**src/fofb_pkg.sv**
```systemverilog
package fofb_pkg;

    ////////////////////////////////////////
    // sizes
    localparam int N_BPM      = 8;   // position errors per frame
    localparam int N_MODE     = 4;   // eigenmodes
    localparam int N_CORR     = 4;   // correctors
    localparam int ERR_W      = 16;
    localparam int COEF_W     = 16;
    localparam int DATA_W     = 32;
    localparam int PS_W       = 20;  // supply word

    localparam int BPM_IDX_W  = $clog2(N_BPM);
    localparam int MODE_IDX_W = $clog2(N_MODE);
    localparam int CORR_IDX_W = $clog2(N_CORR);

    // accumulator widths
    localparam int UT_ACC_W   = 40;  // 32 bit product plus growth over N_BPM
    localparam int V_ACC_W    = 48;

    ////////////////////////////////////////
    // fixed point scaling and limits
    localparam int UT_SHIFT   = 8;
    localparam int V_SHIFT    = 8;
    localparam int PS_LIMIT   = 520000;

    ////////////////////////////////////////
    // types
    typedef enum logic [1:0] {
        MAT_UT,
        MAT_VP,
        MAT_VI,
        MAT_VD
    } matrix_e;

    typedef enum logic [1:0] {
        SRC_PID,
        SRC_USER,
        SRC_ZERO
    } src_sel_e;

    // row is mode (Ut) or corrector (V), col is bpm (Ut) or mode (V)
    typedef struct packed {
        matrix_e                  matrix;
        logic [3:0]               row;
        logic [3:0]               col;
        logic signed [COEF_W-1:0] data;
    } coef_wr_t;

    typedef struct packed {
        logic signed [DATA_W-1:0] sum;
        logic signed [DATA_W-1:0] integ;
        logic signed [DATA_W-1:0] delta;
    } mode_val_t;

    typedef mode_val_t [N_MODE-1:0] mode_vec_t;

    typedef logic [N_MODE-1:0][N_BPM-1:0][COEF_W-1:0]  ut_mat_t;
    typedef logic [N_CORR-1:0][N_MODE-1:0][COEF_W-1:0] v_mat_t;

    typedef struct packed {
        v_mat_t p;
        v_mat_t i;
        v_mat_t d;
    } v_set_t;

    typedef logic [N_CORR-1:0][DATA_W-1:0] corr_vec_t;
    typedef logic [N_CORR-1:0][PS_W-1:0]   ps_vec_t;

endpackage

```
**src/corr_result.sv**
```systemverilog
`timescale 1ns/1ps

module corr_result
    import fofb_pkg::*;
(
    input  logic                     sysClk,
    input  logic                     reset,
    input  corr_vec_t                corr_i,
    input  logic                     corr_valid_i,
    input  src_sel_e                 src_sel_i,
    input  logic signed [DATA_W-1:0] user_set_i,
    input  logic                     test_mode_i,
    input  ps_vec_t                  test_ps_i,
    output ps_vec_t                  ps_o,
    output logic                     ps_valid_o
);

    logic signed [DATA_W-1:0] src_val [N_CORR];
    logic signed [DATA_W-1:0] lim_val [N_CORR];
    logic                     lim_ok;
    ps_vec_t                  ps_word;
    ps_vec_t                  ps_q;
    logic                     valid_q;

    ////////////////////////////////////////
    // source select, limit, offset binary
    always_comb begin
        int word_val; // supply word decoded back to a signed value
        lim_ok = 1'b1;
        for (int c = 0; c < N_CORR; c++) begin
            case (src_sel_i)
                SRC_PID:  src_val[c] = $signed(corr_i[c]);
                SRC_USER: src_val[c] = user_set_i;
                default:  src_val[c] = '0; // SRC_ZERO and the unused code
            endcase

            if (src_val[c] > PS_LIMIT) begin
                lim_val[c] = DATA_W'(PS_LIMIT);
            end else if (src_val[c] < -PS_LIMIT) begin
                lim_val[c] = DATA_W'(-PS_LIMIT);
            end else begin
                lim_val[c] = src_val[c];
            end

            ps_word[c] = {~lim_val[c][PS_W-1], lim_val[c][PS_W-2:0]}; // flip sign bit

            word_val = int'(ps_word[c]) - (1 << (PS_W - 1));
            lim_ok   = lim_ok && (word_val <= PS_LIMIT) && (word_val >= -PS_LIMIT);
        end
    end

    always_ff @(posedge sysClk) begin
        if (reset) begin
            ps_q    <= '0;
            valid_q <= 1'b0;
        end else begin
            valid_q <= corr_valid_i;
            if (corr_valid_i) ps_q <= test_mode_i ? test_ps_i : ps_word;
        end
    end

    assign ps_o       = ps_q;
    assign ps_valid_o = valid_q;

    a_limit: assert property (@(posedge sysClk) disable iff (reset)
        corr_valid_i |-> lim_ok)
        else $error("limited corrector value outside +/-%0d", PS_LIMIT);

endmodule

```
**config.mk**
```make
export PLATFORM = sky130hd
export DESIGN_NAME = corr_result
export DESIGN_NICKNAME = d
export VERILOG_FILES = /design/src/fofb_pkg.sv /design/src/corr_result.sv
export SDC_FILE = /design/constraint.sdc
export NUM_CORES = 1
export LEC_CHECK = 0
export ABC_AREA = 1
export ABC_CLOCK_PERIOD_IN_PS = 3000
export BUFFER_PORTS_ARGS = -buffer_cell sky130_fd_sc_hd__buf_2
export CORE_AREA = 2 2 128 130
export DETAILED_ROUTE_END_ITERATION = 8
export DIE_AREA = 0 0 130 132
export GPL_ROUTABILITY_DRIVEN = 0
export PLACE_DENSITY = 0.73
export SLEW_MARGIN = 10
export SYNTH_ARGS = -nofsm -noshare
export SYNTH_HDL_FRONTEND = slang
export SYNTH_SLANG_ARGS = --single-unit
export TNS_END_PERCENT = 1
```
**constraint.sdc**
```tcl
create_clock -name sysClk -period 3 [get_ports sysClk]
set_clock_uncertainty 0.2 [all_clocks]
set_input_delay 0.6 -clock sysClk [delete_from_list [all_inputs] [get_ports sysClk]]
set_output_delay 0.6 -clock sysClk [all_outputs]
set_load 0.02 [all_outputs]
```
==> impl_metrics.json <==
{
  "num_vias": 9017,
  "final_common_cell": "nand2_1",
  "rsz0062_at_grt": "no",
  "overflow": 0,
  "maxCapViolCount": 0,
  "rows": 46,
  "tightest_slew_ns": 0.792,
  "ys_warn_count": 0,
  "avgRoutedWirePerCell_um": 16.1,
  "clk_latency_ns": 0.35,
  "dr.first_iter.drc_count": 835,
  "setup-tns-final_ns": 0,
  "ant_nets": 0,
  "ir_drop_uv": 312,
  "dpl.hpwl_um": 21900,
  "io_buffers": 326,
  "clk_pin_slew_ns": 0.07,
  "cts_root_buffer": "clkbuf_16",
  "synth_area_mm2": 0.00646,
  "worstPathMaxFanout": 72,
  "areaGrowthSynthToFinish_pct": 33.6,
  "status": "complete, no violations",
  "start_util_pct": 41.1,
  "hold_path_class": "reg2reg",
  "r2r_slack_ns": 2.11,
  "ff_latch_area_mm2": 0.00162,
  "fin_crit_sh_pct": 87.6,
  "die_y_um": 132,
  "finalSetupViolCount": 0,
  "htree_levels": 3,
  "grt.busiest_layer": "met2",
  "preCtsSetupSlack_ns": 0.0557,
  "ys_seq_area_share_pct": 25.1,
  "grt_pass1_wl_um": 42600,
  "ys_ff_latch": 81,
  "drv_slew": 0,
  "cts_tree": "done",
  "slew_headroom_pct": 47.1,
  "min_period_ns": 2.63,
  "hold_viol": 0,
  "final_util_pct": 54.9,
  "hold_buffers": 0,
  "cts_buffers": 9,
  "drc": 0,
  "ctsLongestPathBuffers": 2,
  "layout-drive-gt1-share_pct": 26.1,
  "syn_area_per_cell_um2": 5.40,
  "drt_first_pass_iters": 6,
  "arrival_ns": 2.71,
  "wl_um": 27700,
  "grt_max_degree": 101,
  "post-cts-setup-buffers": 0,
  "grt_pass1_vias": 8443,
  "clock_sinks": 81,
  "multi_input_area_mm2": 0.00433,
  "antenna_found_initial": 4,
  "end_kind": "register",
  "layout_setup_ws_ns": 0.372,
  "grt.met2_usage_pct": 53.5,
  "required_ns": 3.09,
  "synth_fp_nets": 1442,
  "track_usage_pct": 31.7,
  "final_cell_mix": "502 x nand2_1, 325 x buf_2, 193 x nor2_1",
  "crit_type": "in2reg",
  "yosysUniqueCellTypes": 27,
  "die_x_um": 130,
  "dieArea_mm2": 0.0172,
  "met1_usage_pct": 38.7,
  "postSynthCellCount": 1196,
  "maxClockFrequency_ghz": 0.380,
  "critPathLaunchType": "input pin",
  "fp.coreArea_mm2": 0.0157,
  "layout.nets": 1737,
  "post_cts_resized": 0,
  "grt_use_met3_pct": 6.66,
  "io_pins": 327,
  "p_per_area_mw_per_mm2": 408,
  "vias_per_cell": 5.26,
  "fillers": 1691,
  "p_leak_nw": 4.56
}
area by class of cell:
type | instances | share of cell area, %
flip-flops and latches | 81 | 18.8
diodes | 1 | 0.0290
multi-input cells | 1010 | 50.2
inverters | 36 | 1.59
clock inverters | 7 | 1.22
well taps | 216 | 3.13
repair buffers | 353 | 22.4
clock buffers | 9 | 2.61
Yosys cell counts:
cell	n	area [um2]
buf_1	5	18.8
nand3b_4	3	60.1
nor2_2	1	6.26
buf_2	9	45.0
and2_0	1	6.26
nand3b_1	4	30.0
nand4_1	23	144
nor2_1	193	724
o21ai_1	3	15.0
nor3_1	3	15.0
o21ai_0	36	180
clkbuf_1	38	143
buf_4	7	52.6
a21oi_1	174	871
nand2_1	502	1880
inv_2	2	7.51
nand2_4	2	22.5
inv_1	33	124
nand3_1	52	260
nor2_4	1	11.3
nand3_4	1	17.5
dfxtp_1	81	1620
buf_6	10	113
and2_1	2	12.5
nand3_2	4	40.0
clkinv_1	1	3.75
nand2_2	5	31.3
routing by layer:
metal,share of wire [%],vias to the layer above
met5,0.13,-
met1,39,3996
met4,4.0,6
met2,47,499
li1,-,4435
met3,9.9,81
sequential cells by signal (all words and copies together) (netlist names):
register and cells:
ps_valid_o 1, ps_o 80
where the power goes:
group	internal [mW]	leakage (nW)	switching, mW
logic	0.395	3.73	0.677
clock network	0.744	0.159	0.511
registers	1.15	0.671	0.0412
total	2.29	4.56	1.23
worst max-delay path, stage by stage:
cell	delay [ns]
buf_2	0.17
nor2_4	0.19
buf_12	0.31
nand2_1	0.14
nand2_1	0.19
nand3_1	0.09
nor2_1	0.12
nand2_1	0.13
nor2_1	0.10
nand2_1	0.10
nand3_4	0.23
nand4_1	0.15
a21oi_1	0.15
cell families after synthesis:
logic type | share of synthesized area [%]
AOI/OAI and AO/OA | 16.5
buffers and inverters | 7.84
and+or+nand+nor | 50.6
DFF | 25.1
path summary, 6_finish.rpt:
kind,startpoint,endpoint,cells past startpoint
min reg2reg,ps_o[76],ps_o[76],2
max reg2reg,ps_o[57],ps_o[57],2
min,ps_o[76],ps_o[76],2
max,src_sel_i[0],ps_o[1],13
stage by stage:
step                instance area (um2)  power [mW]  instances  hold WS (ns)
detailed placement                 8300        2.27       1696         0.255
global route                       8630        3.69       1713         0.281
global placement                   8300        2.27       1696         0.251
CTS                                8630        3.53       1712         0.266
finish                             8630        3.52       1713         0.266
floorplan                          6460        1.85       1196         0.345
No activity file was read; power rests on OpenSTA's default activity.
