[config.mk]
export PLATFORM = sky130hd
export DESIGN_NAME = coef_decode
export DESIGN_NICKNAME = d
export VERILOG_FILES = /design/src/fofb_pkg.sv /design/src/coef_decode.sv
export SDC_FILE = /design/constraint.sdc
export NUM_CORES = 2
export LEC_CHECK = 0
export BUFFER_PORTS_ARGS = -buffer_cell sky130_fd_sc_hd__buf_2
export CORE_AREA = 2 2 531 533
export DETAILED_ROUTE_END_ITERATION = 16
export DIE_AREA = 0 0 533 535
export HOLD_SLACK_MARGIN = 0.08
export SYNTH_ARGS = -nofsm -noshare
export SYNTH_HDL_FRONTEND = slang
export SYNTH_SLANG_ARGS = --single-unit
[constraint.sdc]
create_clock -name sysClk -period 2.8 [get_ports sysClk]
set_clock_uncertainty 0.05 [all_clocks]
set_input_delay 0.28 -clock sysClk [delete_from_list [all_inputs] [get_ports sysClk]]
set_output_delay 0.28 -clock sysClk [all_outputs]
set_load 0.03 [all_outputs]
[src/fofb_pkg.sv]
package fofb_pkg;

    ////////////////////////////////////////
    // sizes
    localparam int N_BPM      = 8;   // position errors per frame
    localparam int N_MODE     = 4;   // eigenmodes
    localparam int N_CORR     = 4;   // correctors
    localparam int ERR_W      = 16;
    localparam int COEF_W     = 16;
    localparam int DATA_W     = 32;
    localparam int PS_W       = 20;  // supply word

    localparam int BPM_IDX_W  = $clog2(N_BPM);
    localparam int MODE_IDX_W = $clog2(N_MODE);
    localparam int CORR_IDX_W = $clog2(N_CORR);

    // accumulator widths
    localparam int UT_ACC_W   = 40;  // 32 bit product plus growth over N_BPM
    localparam int V_ACC_W    = 48;

    ////////////////////////////////////////
    // fixed point scaling and limits
    localparam int UT_SHIFT   = 8;
    localparam int V_SHIFT    = 8;
    localparam int PS_LIMIT   = 520000;

    ////////////////////////////////////////
    // types
    typedef enum logic [1:0] {
        MAT_UT,
        MAT_VP,
        MAT_VI,
        MAT_VD
    } matrix_e;

    typedef enum logic [1:0] {
        SRC_PID,
        SRC_USER,
        SRC_ZERO
    } src_sel_e;

    // row is mode (Ut) or corrector (V), col is bpm (Ut) or mode (V)
    typedef struct packed {
        matrix_e                  matrix;
        logic [3:0]               row;
        logic [3:0]               col;
        logic signed [COEF_W-1:0] data;
    } coef_wr_t;

    typedef struct packed {
        logic signed [DATA_W-1:0] sum;
        logic signed [DATA_W-1:0] integ;
        logic signed [DATA_W-1:0] delta;
    } mode_val_t;

    typedef mode_val_t [N_MODE-1:0] mode_vec_t;

    typedef logic [N_MODE-1:0][N_BPM-1:0][COEF_W-1:0]  ut_mat_t;
    typedef logic [N_CORR-1:0][N_MODE-1:0][COEF_W-1:0] v_mat_t;

    typedef struct packed {
        v_mat_t p;
        v_mat_t i;
        v_mat_t d;
    } v_set_t;

    typedef logic [N_CORR-1:0][DATA_W-1:0] corr_vec_t;
    typedef logic [N_CORR-1:0][PS_W-1:0]   ps_vec_t;

endpackage

[src/coef_decode.sv]
`timescale 1ns/1ps

module coef_decode
    import fofb_pkg::*;
(
    input  logic                     sysClk,
    input  logic                     reset,
    input  coef_wr_t                 coef_wr_i,
    input  logic                     coef_wr_en_i,
    input  coef_wr_t                 coef_rd_i,
    output logic signed [COEF_W-1:0] coef_rd_data_o,
    output ut_mat_t                  ut_mat_o,
    output v_set_t                   v_set_o
);

    ut_mat_t                  ut_q;
    v_set_t                   v_q;
    logic signed [COEF_W-1:0] rd_data_q;

    // address check against the selected matrix shape
    function automatic logic in_range(coef_wr_t a);
        if (a.matrix == MAT_UT) begin
            in_range = (a.row < N_MODE) && (a.col < N_BPM);
        end else begin
            in_range = (a.row < N_CORR) && (a.col < N_MODE);
        end
    endfunction

    ////////////////////////////////////////
    // coefficient stores
    always_ff @(posedge sysClk) begin
        if (reset) begin
            ut_q <= '0;
            v_q  <= '0;
        end else if (coef_wr_en_i && in_range(coef_wr_i)) begin
            case (coef_wr_i.matrix)
                MAT_UT: ut_q[coef_wr_i.row[MODE_IDX_W-1:0]][coef_wr_i.col[BPM_IDX_W-1:0]]
                            <= coef_wr_i.data;
                MAT_VP: v_q.p[coef_wr_i.row[CORR_IDX_W-1:0]][coef_wr_i.col[MODE_IDX_W-1:0]]
                            <= coef_wr_i.data;
                MAT_VI: v_q.i[coef_wr_i.row[CORR_IDX_W-1:0]][coef_wr_i.col[MODE_IDX_W-1:0]]
                            <= coef_wr_i.data;
                default: v_q.d[coef_wr_i.row[CORR_IDX_W-1:0]][coef_wr_i.col[MODE_IDX_W-1:0]]
                            <= coef_wr_i.data;
            endcase
        end
    end

    // readback, one cycle latency
    always_ff @(posedge sysClk) begin
        if (!in_range(coef_rd_i)) begin
            rd_data_q <= '0; // outside the matrix reads zero
        end else begin
            case (coef_rd_i.matrix)
                MAT_UT: rd_data_q <= ut_q[coef_rd_i.row[MODE_IDX_W-1:0]]
                                         [coef_rd_i.col[BPM_IDX_W-1:0]];
                MAT_VP: rd_data_q <= v_q.p[coef_rd_i.row[CORR_IDX_W-1:0]]
                                          [coef_rd_i.col[MODE_IDX_W-1:0]];
                MAT_VI: rd_data_q <= v_q.i[coef_rd_i.row[CORR_IDX_W-1:0]]
                                          [coef_rd_i.col[MODE_IDX_W-1:0]];
                default: rd_data_q <= v_q.d[coef_rd_i.row[CORR_IDX_W-1:0]]
                                           [coef_rd_i.col[MODE_IDX_W-1:0]];
            endcase
        end
    end

    assign coef_rd_data_o = rd_data_q;
    assign ut_mat_o       = ut_q;
    assign v_set_o        = v_q;

    a_wr_in_range: assert property (@(posedge sysClk) disable iff (reset)
        coef_wr_en_i |-> in_range(coef_wr_i))
        else $error("coefficient write outside matrix %0d", coef_wr_i.matrix);

endmodule

==> results.toml <==
[status]
status = "finished, final reports clean"

[synthesis]
ys_ff_latch = 1296
netlist.top_cell.by_area = "dfxtp_1"
synth_fp_nets = 6443
yosysTopAreaCellShare_pct = 46.39
yosysWarningCount = 0
synthArstFlopShare_pct = 0
yosysMostFrequentCell = "nand2_1"
synth_flop_cell = "dfxtp_1"
syn_area_per_cell_sq_um = 8.755
yosys.cell_types.count = 57
yosys-top-cells-area = "dfxtp_1 (46%), nand2_1 (15%), mux4_2 (12%)"
synth_common_cells = "nand2_1 (2,169), dfxtp_1 (1,296), a21oi_1 (1,036)"
ys_seq_area_share_pct = 46.39
synth_edf_count = 0
syn_area_sq_mm = 0.05593
syn_inst = 6388

[sta]
tns_ns = 0
min_period_over_period_pct = 97.90
rsz0062_at_grt = "no"
worst_pin_slew_ns = 1.299
fmax_mhz = 364.8
slew_headroom_pct = 12.99
min_period_ns = 2.741
setup_viol = 0
maxSlewViolCount = 0
setup_slack_ns = 0.05892
hold_viol = 0

[clock_tree]
clock-root-buffer = "clkbuf_16"
cts_sinks = 1296
cts_max_level = 4
cts.path.max_buffers = 4
clk_latency_ns = 0.85
cts_tree = "done"
path_clk_slew_ns = 0.07
numCtsBuffers = 158

[die]
die-width_um = 533
dieArea_sq_mm = 0.2852
io_pins = 1351
rows = 194
start_util_pct = 20.05
fp.dieH_um = 535
core_sq_mm = 0.2789

[worst_setup_path]
path_cells = "dlygate4sd3_1 -> buf_4 -> buf_4 -> nand2_1 -> a21oi_1 -> a31oi_1 -> buf_4 -> a31oi_1 -> buf_12 -> o31a_1"
worstSetupPathType = "primary input to flip-flop"
regToRegStartpoint = "ut_mat_o[262]$_SDFFE_PP0P_"
cp.arrival_ns = 3.45
cp-startpoint = "coef_rd_i[17]"
cp_max_fo = 25
crit_path_max_incr_delay_ns = 0.57
slowest_stage = "dlygate4sd3_1"
cp_common_cell = "buf_4"
worstSetupStartpointType = "primary input"
required_ns = 3.51
critPathCaptureType = "flip-flop"

[route]
drt_pass1_iterations = 7
dr_wl_met3_mm = 55.38
antenna_left = 0
wl_per_cell_um = 35.29
drt_wl_total_mm = 410.6
drc = 0
top_layer = "met5"
wl_met2_mm = 178.3
vias = 58130
vias_per_cell = 4.995
wl_met1_mm = 149.4
drtIter0Drc = 7575

[global_routing]
grt.total_usage_pct = 27.50
grt_max_degree = 128
grt_pass1_vias = 52720
grt_overflow = 0
grt_pass1_wl_mm = 528.4
antenna_found_initial = 31

[placed_design]
io_buffers = 1334
gp_congestion = 0.9733
dp_slack_ns = -0.5741
dpl.hpwl_mm = 323.1
placed_cells = 11320

[finish]
final_cells = 11640
final_util_pct = 26.91
drive_above_1_share_pct = 30.54
nets = 7828
area_growth_pct = 34.20

[pwr]
powerDensity_mw_per_mm2 = 574.8
p_leak_nw = 31.41
p_total_mw = 43.14
vdd_ir_drop_max_uv = 447.8

[flow_run]
max_cap_violations = 0

[min_path]
min_from = "coef_rd_i[24]"
hp-class = "primary input to flip-flop"
-- through the flow --
step                      hold slack (ns)  instance area [sq um]
after CTS                          0.1591                  74990
after floorplan                    0.4194                  55930
after detailed placement           0.4091                  69350
after global routing               0.2400                  75000
final                              0.2432                  75050
after global placement             0.4025                  69350
-- path summary, 6_finish.rpt --
| kind | to | slack, ns | cells past startpoint |
|---|---|---|---|
| worst max-delay path | coef_rd_data_o[8]$_SDFF_PN0_ | 0.06 | 10 |
| worst min-delay path | coef_rd_data_o[5]$_SDFF_PN0_ | 0.24 | 4 |
| worst max register to register | coef_rd_data_o[6]$_SDFF_PN0_ | 0.12 | 6 |
| worst min register to register | v_set_o[15]$_SDFFE_PP0P_ | 0.42 | 2 |
-- kinds of logic after synthesis --
group | Yosys count | synth area share (%)
DFF | 1296 | 46.39
muxes | 664 | 18.62
AOI/OAI and AO/OA | 1196 | 11.34
buffers and inverters | 580 | 4.835
and+or+nand+nor | 2652 | 18.81
-- power by group --
part | switching, mW | internal [mW]
Sequential | 0.0104 | 18.4
Clock | 9.16 | 13.0
Combinational | 1.84 | 0.733
Total | 11.0 | 32.1
-- worst max-delay path: cells and delay by family --
kind	cells	cell delay, ns
AND/OR/NAND/NOR	1	0.38
buffers and inverters	5	1.72
AO/OA/AOI/OAI	4	1.02
-- final cells by class --
| class | count | area, sq um |
|---|---|---|
| Tap cell | 3724 | 4659 |
| Timing Repair Buffer | 1803 | 11600 |
| Antenna cell | 26 | 65.06 |
| Clock buffer | 209 | 4468 |
| Sequential cell | 1296 | 25940 |
| Inverter | 2 | 7.507 |
| Clock inverter | 65 | 943.4 |
| Multi-Input combinational cell | 4512 | 27360 |
| Fill cell | 29770 | 203800 |
-- state kept, by name, indices dropped and copies added (netlist names) --
register and count:
ut_mat_o 512, coef_rd_data_o 16, v_set_o 768
-- cells in the final DEF (no fill, tap or decap), types with 7 or more instances in the layout --
cell type / Yosys / layout
a21oi_1: 1036 / 1036
a221oi_1: 9 / 9
a22o_1: 15 / 15
a22oi_1: 31 / 31
a31oi_1: 25 / 25
and3_1: 7 / 7
buf_12: 0 / 101
buf_2: 148 / 1313
buf_4: 45 / 363
bufinv_16: 0 / 18
clkbuf_1: 336 / 21
clkbuf_16: 0 / 160
clkbuf_8: 0 / 28
clkinv_2: 0 / 24
dfxtp_1: 1296 / 1296
diode_2: 0 / 26
dlygate4sd3_1: 0 / 22
mux2i_1: 363 / 363
mux4_2: 301 / 301
nand2_1: 2169 / 2169
nand2b_1: 8 / 8
nand3_1: 30 / 30
nand3_4: 10 / 10
nor2_1: 321 / 313
nor2_2: 33 / 41
nor2b_1: 20 / 19
nor3_1: 24 / 18
o21ai_0: 23 / 23
o22ai_1: 23 / 23
-- timing repair --
action / 4_1_cts / 5_1_grt
gates resized for setup: 0 / 0
endpoints found under the hold margin: 788 / 0
buffers inserted: 0 / 0
hold buffers: 22 / 0
-- routing by layer --
metal,global-route usage (%),vias up
li1,-,24520
met1,32.20,28690
met2,42.32,4172
met3,11.65,745
met4,15.02,8
met5,0,-
Power figures use the tool's default switching activity.
